### src/sigmoidPkg.sv
package sigmoidPkg;

	// datapath widths
	localparam int X_W     = 8;
	localparam int Y_W     = 16;
	localparam int SEG_W   = 3;
	localparam int NIB_W   = 4;
	localparam int SLOPE_W = 4;
	localparam int PROD_W  = 8;
	localparam int FUNC_W  = 10;

	// edges spent in each part of the pipe
	localparam int PREP_LAT = 2;
	localparam int MUL_LAT  = 2;
	localparam int OUT_LAT  = 2;

	// -128 has no magnitude in 8 bits, so it maps to a fixed word
	localparam logic [Y_W-1:0] SPECIAL_Y = 16'h024D;

	typedef logic [SEG_W-1:0]   segT;
	typedef logic [NIB_W-1:0]   nibT;
	typedef logic [SLOPE_W-1:0] slopeT;
	typedef logic [PROD_W-1:0]  prodT;
	typedef logic [FUNC_W-1:0]  funcT;
	typedef logic [Y_W-1:0]     yT;

	// control bits riding beside the data
	typedef struct packed {
		logic valid;
		logic sign;
		logic special;
	} sidebandT;

	// what the slope and intercept paths consume
	typedef struct packed {
		segT segment;
		nibT nibble;
	} operandT;

	// slope per segment, scaled 2^-6
	localparam slopeT SLOPE_TABLE [0:(1 << SEG_W) - 1] = '{
		4'd15,
		4'd14,
		4'd11,
		4'd8,
		4'd6,
		4'd4,
		4'd2,
		4'd1
	};

	// intercept per segment, scaled 2^-11
	localparam funcT INTERCEPT_TABLE [0:(1 << SEG_W) - 1] = '{
		10'h003,
		10'h0FD,
		10'h1DE,
		10'h28F,
		10'h30B,
		10'h364,
		10'h3A2,
		10'h3C8
	};

endpackage

### src/pipeDelay.sv
module pipeDelay #(
	parameter type T     = logic,
	parameter int  DEPTH = 1
) (
	input  logic clk,
	input  logic i_rstN,
	input  T     i_data,
	output T     o_data
);

	T stages [DEPTH];

	always_ff @(posedge clk) begin
		if (!i_rstN) begin
			for (int i = 0; i < DEPTH; i++) begin
				stages[i] <= '0;
			end
		end else begin
			stages[0] <= i_data;
			// shift toward the output end
			for (int i = 1; i < DEPTH; i++) begin
				stages[i] <= stages[i - 1];
			end
		end
	end

	assign o_data = stages[DEPTH - 1];

endmodule

### src/operandPrep.sv
module operandPrep (
	input  logic                       clk,
	input  logic                       i_rstN,
	input  logic                       i_inValid,
	input  logic [sigmoidPkg::X_W-1:0] i_x,
	output sigmoidPkg::sidebandT       o_side,
	output sigmoidPkg::operandT        o_operand
);

	logic                       rawValid;
	logic [sigmoidPkg::X_W-1:0] rawX;
	logic                       sign;
	logic [sigmoidPkg::X_W-1:0] magnitude;

	// first edge just captures the input
	always_ff @(posedge clk) begin
		if (!i_rstN) begin
			rawValid <= 1'b0;
		end else begin
			rawValid <= i_inValid;
		end
	end

	always_ff @(posedge clk) begin
		rawX <= i_x;
	end

	assign sign = rawX[sigmoidPkg::X_W-1];

	// two's complement negate for negative inputs
	assign magnitude = sign ? (~rawX + 1'b1) : rawX;

	always_ff @(posedge clk) begin
		if (!i_rstN) begin
			o_side <= '0;
		end else begin
			o_side.valid   <= rawValid;
			o_side.sign    <= sign;
			// only -128 still has the top bit after negation
			o_side.special <= sign & magnitude[sigmoidPkg::X_W-1];
		end
	end

	always_ff @(posedge clk) begin
		o_operand.segment <= magnitude[sigmoidPkg::NIB_W +: sigmoidPkg::SEG_W];
		o_operand.nibble  <= magnitude[sigmoidPkg::NIB_W-1:0];
	end

endmodule

### src/slopeMultiplier.sv
module slopeMultiplier (
	input  logic                clk,
	input  logic                i_rstN,
	input  sigmoidPkg::operandT i_operand,
	output sigmoidPkg::prodT    o_product
);

	localparam int PSUM_W = sigmoidPkg::NIB_W + 2;

	sigmoidPkg::slopeT slope;
	sigmoidPkg::nibT   partial [sigmoidPkg::SLOPE_W];
	logic [PSUM_W-1:0] sum01;
	logic [PSUM_W-1:0] sum23;
	logic [PSUM_W-1:0] sum01Next;
	logic [PSUM_W-1:0] sum23Next;

	assign slope = sigmoidPkg::SLOPE_TABLE[i_operand.segment];

	// nibble gated by each slope bit
	always_comb begin
		for (int i = 0; i < sigmoidPkg::SLOPE_W; i++) begin
			partial[i] = i_operand.nibble & {sigmoidPkg::NIB_W{slope[i]}};
		end
	end

	// pairs of partial products, the odd one shifted by one
	assign sum01Next = {2'b00, partial[0]} + {1'b0, partial[1], 1'b0};
	assign sum23Next = {2'b00, partial[2]} + {1'b0, partial[3], 1'b0};

	always_ff @(posedge clk) begin
		if (!i_rstN) begin
			sum01 <= '0;
			sum23 <= '0;
		end else begin
			sum01 <= sum01Next;
			sum23 <= sum23Next;
		end
	end

	// second step, upper pair weighs 4
	always_ff @(posedge clk) begin
		if (!i_rstN) begin
			o_product <= '0;
		end else begin
			o_product <= {2'b00, sum01} + {sum23, 2'b00};
		end
	end

endmodule

### src/interceptLookup.sv
module interceptLookup #(
	parameter int SEG_DEPTH = 1
) (
	input  logic             clk,
	input  logic             i_rstN,
	input  sigmoidPkg::segT  i_segment,
	output sigmoidPkg::funcT o_intercept
);

	sigmoidPkg::segT segDelayed;

	// table is read one stage late, matching the multiplier's first step
	pipeDelay #(
		.T     (sigmoidPkg::segT),
		.DEPTH (SEG_DEPTH)
	) u_segDelay (
		.clk    (clk),
		.i_rstN (i_rstN),
		.i_data (i_segment),
		.o_data (segDelayed)
	);

	always_ff @(posedge clk) begin
		if (!i_rstN) begin
			o_intercept <= '0;
		end else begin
			o_intercept <= sigmoidPkg::INTERCEPT_TABLE[segDelayed];
		end
	end

endmodule

### src/outputCombine.sv
module outputCombine (
	input  logic                 clk,
	input  logic                 i_rstN,
	input  sigmoidPkg::sidebandT i_side,
	input  sigmoidPkg::prodT     i_product,
	input  sigmoidPkg::funcT     i_intercept,
	output sigmoidPkg::yT        o_y,
	output logic                 o_outValid
);

	sigmoidPkg::sidebandT       sideQ;
	sigmoidPkg::funcT           funcSum;
	sigmoidPkg::yT              word;
	logic [sigmoidPkg::Y_W-2:1] body;

	always_ff @(posedge clk) begin
		if (!i_rstN) begin
			sideQ <= '0;
		end else begin
			sideQ <= i_side;
		end
	end

	// wraps at 1024
	always_ff @(posedge clk) begin
		funcSum <= sigmoidPkg::funcT'(i_product) + i_intercept;
	end

	// negative side mirrors around one half
	always_comb begin
		if (sideQ.special) begin
			word = sigmoidPkg::SPECIAL_Y;
		end else begin
			word = {
				1'b0,
				~sideQ.sign,
				funcSum ^ {sigmoidPkg::FUNC_W{sideQ.sign}},
				sideQ.sign,
				3'b011
			};
		end
	end

	// body only loads on valid, so it reads zero until the first result
	always_ff @(posedge clk) begin
		if (!i_rstN) begin
			body       <= '0;
			o_outValid <= 1'b0;
		end else begin
			o_outValid <= sideQ.valid;
			if (sideQ.valid) begin
				body <= word[sigmoidPkg::Y_W-2:1];
			end
		end
	end

	// bit 0 always set, bit 15 always clear
	assign o_y = {1'b0, body, 1'b1};

endmodule

### src/sigmoidTop.sv
module sigmoidTop (
	input  logic                       clk,
	input  logic                       i_rstN,
	input  logic                       i_inValid,
	input  logic [sigmoidPkg::X_W-1:0] i_x,
	output sigmoidPkg::yT              o_y,
	output logic                       o_outValid
);

	sigmoidPkg::sidebandT prepSide;
	sigmoidPkg::sidebandT alignedSide;
	sigmoidPkg::operandT  prepOperand;
	sigmoidPkg::prodT     product;
	sigmoidPkg::funcT     intercept;

	operandPrep u_prep (
		.clk       (clk),
		.i_rstN    (i_rstN),
		.i_inValid (i_inValid),
		.i_x       (i_x),
		.o_side    (prepSide),
		.o_operand (prepOperand)
	);

	// slope path
	slopeMultiplier u_mul (
		.clk       (clk),
		.i_rstN    (i_rstN),
		.i_operand (prepOperand),
		.o_product (product)
	);

	// intercept path, one edge of delay plus its output register
	interceptLookup #(
		.SEG_DEPTH (sigmoidPkg::MUL_LAT - 1)
	) u_intercept (
		.clk         (clk),
		.i_rstN      (i_rstN),
		.i_segment   (prepOperand.segment),
		.o_intercept (intercept)
	);

	// sideband waits out the multiplier
	pipeDelay #(
		.T     (sigmoidPkg::sidebandT),
		.DEPTH (sigmoidPkg::MUL_LAT)
	) u_sideDelay (
		.clk    (clk),
		.i_rstN (i_rstN),
		.i_data (prepSide),
		.o_data (alignedSide)
	);

	outputCombine u_combine (
		.clk         (clk),
		.i_rstN      (i_rstN),
		.i_side      (alignedSide),
		.i_product   (product),
		.i_intercept (intercept),
		.o_y         (o_y),
		.o_outValid  (o_outValid)
	);

endmodule

### config.mk
export PLATFORM = sky130hd
export DESIGN_NAME = sigmoidTop
export DESIGN_NICKNAME = d
export VERILOG_FILES = /design/src/sigmoidPkg.sv /design/src/pipeDelay.sv /design/src/operandPrep.sv /design/src/slopeMultiplier.sv /design/src/interceptLookup.sv /design/src/outputCombine.sv /design/src/sigmoidTop.sv
export SDC_FILE = /design/constraint.sdc
export NUM_CORES = 1
export LEC_CHECK = 0
export BUFFER_PORTS_ARGS = -buffer_cell sky130_fd_sc_hd__buf_2
export CAP_MARGIN = 20
export CORE_ASPECT_RATIO = 0.75
export CORE_MARGIN = 2
export CORE_UTILIZATION = 25
export CTS_BUF_LIST = sky130_fd_sc_hd__clkbuf_16
export DETAILED_ROUTE_END_ITERATION = 16
export GPL_TIMING_DRIVEN = 0
export PLACE_DENSITY = 0.43
export SYNTH_ARGS = -nofsm -noshare
export SYNTH_HDL_FRONTEND = slang
export SYNTH_HIERARCHICAL = 1
export SYNTH_SLANG_ARGS = --single-unit
### constraint.sdc
create_clock -name clk -period 2.3 [get_ports clk]
set_clock_uncertainty 0.15 [all_clocks]
set_input_delay 0.46 -clock clk [delete_from_list [all_inputs] [get_ports clk]]
set_output_delay 0.46 -clock clk [all_outputs]
set_load 0.02 [all_outputs]
==> results.txt, run 1 <==
Root Driver: clkbuf_16
Final Max Tran Viols: 0
GR Util met3: 0.0339
Via/cell ratio: 3.91
Pint: 2.67 mW
Max-cap viol count: 0
Filler Cells Inserted: 1455
Flop-to-flop setup slack: 240 ps
Setup tns final: 0 ps
P per Cell Area: 841 nW/um2
Sequential share of power: 0.482
Die area: 15100 um2
Worst-Margin Slew: 633 ps
Initial Util: 0.257
Crit path kind: reg2reg
Syn nets: 379
FMAX: 0.485 GHz
Io pins: 28
Setup violators final: 0
CP endpoint kind: register
Layout cells sized above 1: 0.165
GRT busiest layer: met2
Vias: 2176
First-pass GRT wire length: 10200 um
DP Cell Count: 540
Port Buffers: 25
PnR worst setup slack: 240 ps
DR pass1 iterations: 4
Synth Instances: 340
Synthesized area: 3540 um2
Clock slew at reported path FFs: 60 ps
Post-synth EDFFs: 0
YS warnings: 6
CTS sink cnt: 86
Sw Ratio: 0.241
Post-synth top area cell: dfxtp_1
Post-route ant nets: 0
CTS Hold Bufs: 0
Sequential fraction of the synthesis area: 0.486
Fin nets: 415
Static Leak: 1.83 nW
Comb pwr share: 0.120
All-Layer GR Usage: 0.0869
DIE HEIGHT: 107 um
Post-DP HPWL: 4430 um
Row count: 37
Post-synthesis async set-or-reset flop share: 0
DRC: 0
Fin. Hold Viols: 0
Routed wire length per instance: 10.8 um
Core Area: 13800 um2
Commonest non-fill, non-tap cell in the layout: dfxtp_1
Met1 Use GR: 0.108
Register bit total from synthesis: 86
Initial antenna violation count: 0
Synth-to-Final Area Change: 17.9%
GP Congestion: 0.767
Vias in the first global route: 2210
CTS H-tree depth: 3
Fin cells: 556
Crit path launch type: register
1st-iter DRT viols: 63
Top_reg_cell synth: dfxtp_1
Tmin final: 2060 ps
Req. time, crit path: 2370 ps
GR met2 Demand/Resource: 0.137
Commonest cells after routing, fill and taps aside: 85 x dfxtp_1, 44 x and2_1, 28 x buf_2
Worst hold margin: 74.3 ps
Antenna Cells: 0
Largest net degree at the start of global routing: 40
Switching Power: 0.845 mW
TritonCTS buffer count: 9
Outcome: finished, final reports clean
Worst slack, placed: 131 ps
Clock Power Share: 0.398
Worst endpoint data arrival time: 2130 ps
Congestion Overflow GR: 0
Relative slew margins: 0.578
Tcrit/Tclk final: 0.896
CTS tree: yes
Distinct cell type count after synthesis: 50
Worst-path maximum fanout: 7
Mean post-synth cell area: 10.4 um2
Horiz. Die Dim: 141 um
Hold Crit Class: in2reg
Yosys top cell area share: 0.486
Longest Clk Path Bufs: 2
Synth top area cells: dfxtp_1 49%, ha_1 8.5%, and2_1 7.8%
Max VDD drop: 0.393 mV
Clk Latency, worst-skew pair: 330 ps
Final wirelength: 5980 um
RSZ-0062 raised after global routing: no
==> through the flow <==
stage                     power [mW]  cell area [um2]  utilization
after detailed placement        2.15             3890        0.282
final                           3.51             4180        0.303
after floorplan                 2.04             3540            -
after global routing            3.70             4180        0.303
after global placement          2.15             3890        0.282
after CTS                       3.58             4180        0.303
==> final cells by class <==
type / instances / area (um2) / share of cell area
buffer: 12 / 75.1 / 0.0180
clock buffer: 9 / 225 / 0.0539
clock inverter: 7 / 63.8 / 0.0153
inverter: 26 / 97.6 / 0.0234
multi-input combinational: 216 / 1650 / 0.395
sequential: 86 / 1720 / 0.413
tap: 175 / 219 / 0.0524
timing repair buffer: 25 / 125 / 0.0300
==> cell families after synthesis <==
logic type,after synthesis,synth area share
and+or+nand+nor,99,0.166
DFF,86,0.486
AOI/OAI and AO/OA,57,0.115
buffers and inverters,38,0.0487
adders and majority gates,28,0.107
xor gates and xnor gates,28,0.0692
other,2,0.00212
muxes,2,0.00565
==> routing by layer <==
metal / wire length (um) / share of wire / vias up
met4: 51 / 0.0085 / 0
met3: 263 / 0.044 / 6
met5: 0 / 0 / -
li1: - / - / 1185
met1: 3130 / 0.52 / 950
met2: 2530 / 0.42 / 35
==> flip-flops by register name (all words and copies together), names as in the netlist, 6 cells and up <==
signal,flops
u_combine/body,14
u_combine/funcSum,10
u_intercept/o_intercept,10
u_mul/o_product,8
u_prep/rawX,8
u_prep/o_operand,7
u_mul/sum01,6
u_mul/sum23,6
u_sideDelay/stages,6
==> worst paths after layout <==
kind,startpoint,endpoint,depth (start not counted)
max,u_prep/o_operand[5],u_mul/sum01[4],8
min,i_x[7],u_prep/rawX[7],1
min reg2reg,u_prep/rawX[0],u_prep/o_operand[0],0
max reg2reg,u_prep/o_operand[5],u_mul/sum01[4],8
==> what timing repair did <==
action | 4_1_cts | 5_1_grt
setup endpoints to repair | 0 | 2
buffers inserted | 0 | 0
resized for setup | 0 | 1
==> synthesized netlist by cell type, drive strengths merged (4+ instances only) <==
cell type,instances
xor2,6
nor3,4
o21a,6
a21o,4
inv,26
fa,4
and3,4
dfxtp,86
a21oi,11
nor2,11
xnor2,22
ha,24
o21ai,12
nand2b,7
and2,44
buf,10
o22ai,8
nand2,8
nor2b,12
==> power by group through the flow <==
stage               registers [mW]  clock network, mW  logic (mW)
floorplan                     1.71                  0       0.338
global placement              1.72                  0       0.425
detailed placement            1.73                  0       0.423
CTS                           1.69               1.46       0.428
global route                  1.71               1.51       0.485
finish                        1.69               1.40       0.423
==> worst max-delay path: stages, from the launching register on <==
cell	delay, ps
dfxtp_1	470
nand3_1	100
o21ai_0	160
and2_1	240
ha_1	250
a21o_1	150
a21oi_1	170
xor2_1	80
and2_1	160
Power figures use the tool's default switching activity.
==> run 2, diff against run 1 <==
- CTS_CLUSTER_SIZE: default -> 14
- GPL_TIMING_DRIVEN: 0 -> default
- PLACE_DENSITY: 0.43 -> 0.44
- clock period: 2.3 -> 1.7 ns (I/O delays scaled with it)
==> results.txt, run 2 (synthesis results as in run 1) <==
Outcome: finished, violations left
Failing checks: setup timing
Core Area: 13800 um2
1st-iter DRT viols: 37
Top Registers: u_combine/body (14), u_combine/funcSum (10), u_intercept/o_intercept (10)
Worst-path maximum fanout: 7
Tmin final: 1760 ps
R2r worst-path depth: 7
Post-DP HPWL: 4560 um
Worst slack, placed: -95.3 ps
Commonest non-fill, non-tap cell in the layout: dfxtp_1
PnR worst setup slack: -57.6 ps
Tcrit/Tclk final: 1.03
Crit path launch type: register
Root Driver: clkbuf_16
R2R Path Start: u_prep/o_operand[6]
Setup tns final: -141 ps
Vias in the first global route: 2238
Crit path kind: reg2reg
Horiz. Die Dim: 141 um
FMAX: 0.569 GHz
First-pass GRT wire length: 10300 um
Reg with most FFs: u_combine/body
Synth-to-Final Area Change: 28.7%
TritonCTS buffer count: 9
Flop-to-flop setup slack: -60 ps
CTS sink cnt: 86
Total Power: 4.96 mW
Fin cells: 574
Vias: 2296
Worst hold margin: 58.6 ps
Hold Crit Class: in2reg
CP top delay family: compound AO/OA/AOI/OAI gates
Req. time, crit path: 1820 ps
Largest register FFs: 14
Final Max Tran Viols: 0
CTS H-tree depth: 3
Buf/Inv on CP: 0
Hold Startpoint: i_inValid
Hold Path Cell Cnt: 2
Antenna Cells: 0
CP cell instances: o21ai_2 > and2_4 > ha_4 > a21o_1 > a21oi_2 > xor2_1 > and2_1
Static Leak: 1.96 nW
Post-route ant nets: 0
Max-cap viol count: 0
CP endpoint kind: register
Initial antenna violation count: 0
Filler Cells Inserted: 1411
Max VDD drop: 0.544 mV
Hold endpoint: u_prep/rawValid
Clock slew at reported path FFs: 60 ps
DP Cell Count: 545
Largest net degree at the start of global routing: 17
Row count: 37
RSZ-0062 raised after global routing: yes
GP Congestion: 0.693
All-Layer GR Usage: 0.0871
Reg-to-reg endpoint: u_mul/sum01[4]
P per Cell Area: 1090 nW/um2
Layout cells sized above 1: 0.293
Fin nets: 433
Die area: 15100 um2
Slowest-stage cell, CP: dfxtp_4
Via/cell ratio: 4.00
Longest Clk Path Bufs: 2
Commonest cells after routing, fill and taps aside: 78 x dfxtp_1, 39 x and2_1, 25 x inv_1, 25 x buf_2, 22 x xnor2_1
CTS tree: yes
Congestion Overflow GR: 0
DIE HEIGHT: 107 um
Fin. Hold Viols: 0
Largest stage delay on the critical path: 380 ps
Port Buffers: 25
Setup violators final: 4
Io pins: 28
Worst endpoint data arrival time: 1880 ps
Routed wire length per instance: 11.0 um
Initial Util: 0.257
DR pass1 iterations: 3
Clk Latency, worst-skew pair: 330 ps
DRC: 0
Final wirelength: 6310 um
run 2: changes by cell type in the layout (fill, tap and decap cells not counted), moves of 5 or more:
cell and delta:
ha_4 +5, dlygate4sd3_1 +8, buf_4 +14, and2_1 -5, and2_4 +5, dfxtp_1 -7, ha_1 -7
run 2: final cells by class:
class                      instances  area [um2]  share of cell area
clock buffer                       9         225              0.0494
clock inverter                     7        72.6              0.0159
inverter                          26        97.6              0.0214
multi-input combinational        216        1830               0.402
sequential                        86        1740               0.382
tap                              175         219              0.0480
timing repair buffer              55         374              0.0821
run 2: metal layers:
layer,vias to the layer above,track usage,share of wire
li1,1222,-,-
met1,1032,0.108,0.49
met2,34,0.137,0.46
met3,8,0.0339,0.040
met4,0,0.0343,0.013
met5,-,0,0
run 2: worst max path at each step:
stage / from / endpoint / cells past startpoint
floorplan: u_prep/o_operand[6] / u_mul/sum01[4] / 7
global placement: u_prep/o_operand[5] / u_mul/sum01[4] / 8
detailed placement: u_prep/o_operand[6] / u_mul/sum01[4] / 7
CTS: u_prep/o_operand[5] / u_mul/sum01[4] / 8
global route: u_mul/o_product[0] / u_combine/funcSum[8] / 7
finish: u_prep/o_operand[6] / u_mul/sum01[4] / 7
run 2: report_power, final:
| group | internal (mW) | total, mW | switching [mW] | leakage, nW |
|---|---|---|---|---|
| sequential | 2.19 | 2.30 | 0.111 | 0.711 |
| combinational | 0.400 | 0.734 | 0.335 | 1.10 |
| clock | 1.14 | 1.92 | 0.776 | 0.148 |
run 2: stage by stage:
stage / utilization / instance area (um2)
after floorplan: - / 3570
final: 0.330 / 4560
after global routing: 0.330 / 4560
after CTS: 0.317 / 4380
after detailed placement: 0.287 / 3960
after global placement: 0.287 / 3960
run 2: what timing repair did:
item,CTS,global route
pin swaps,2,17
endpoints found under the hold margin,8,0
hold buffers,8,0
setup endpoints to repair,9,11
resized for setup,11,30
buffers inserted,0,5
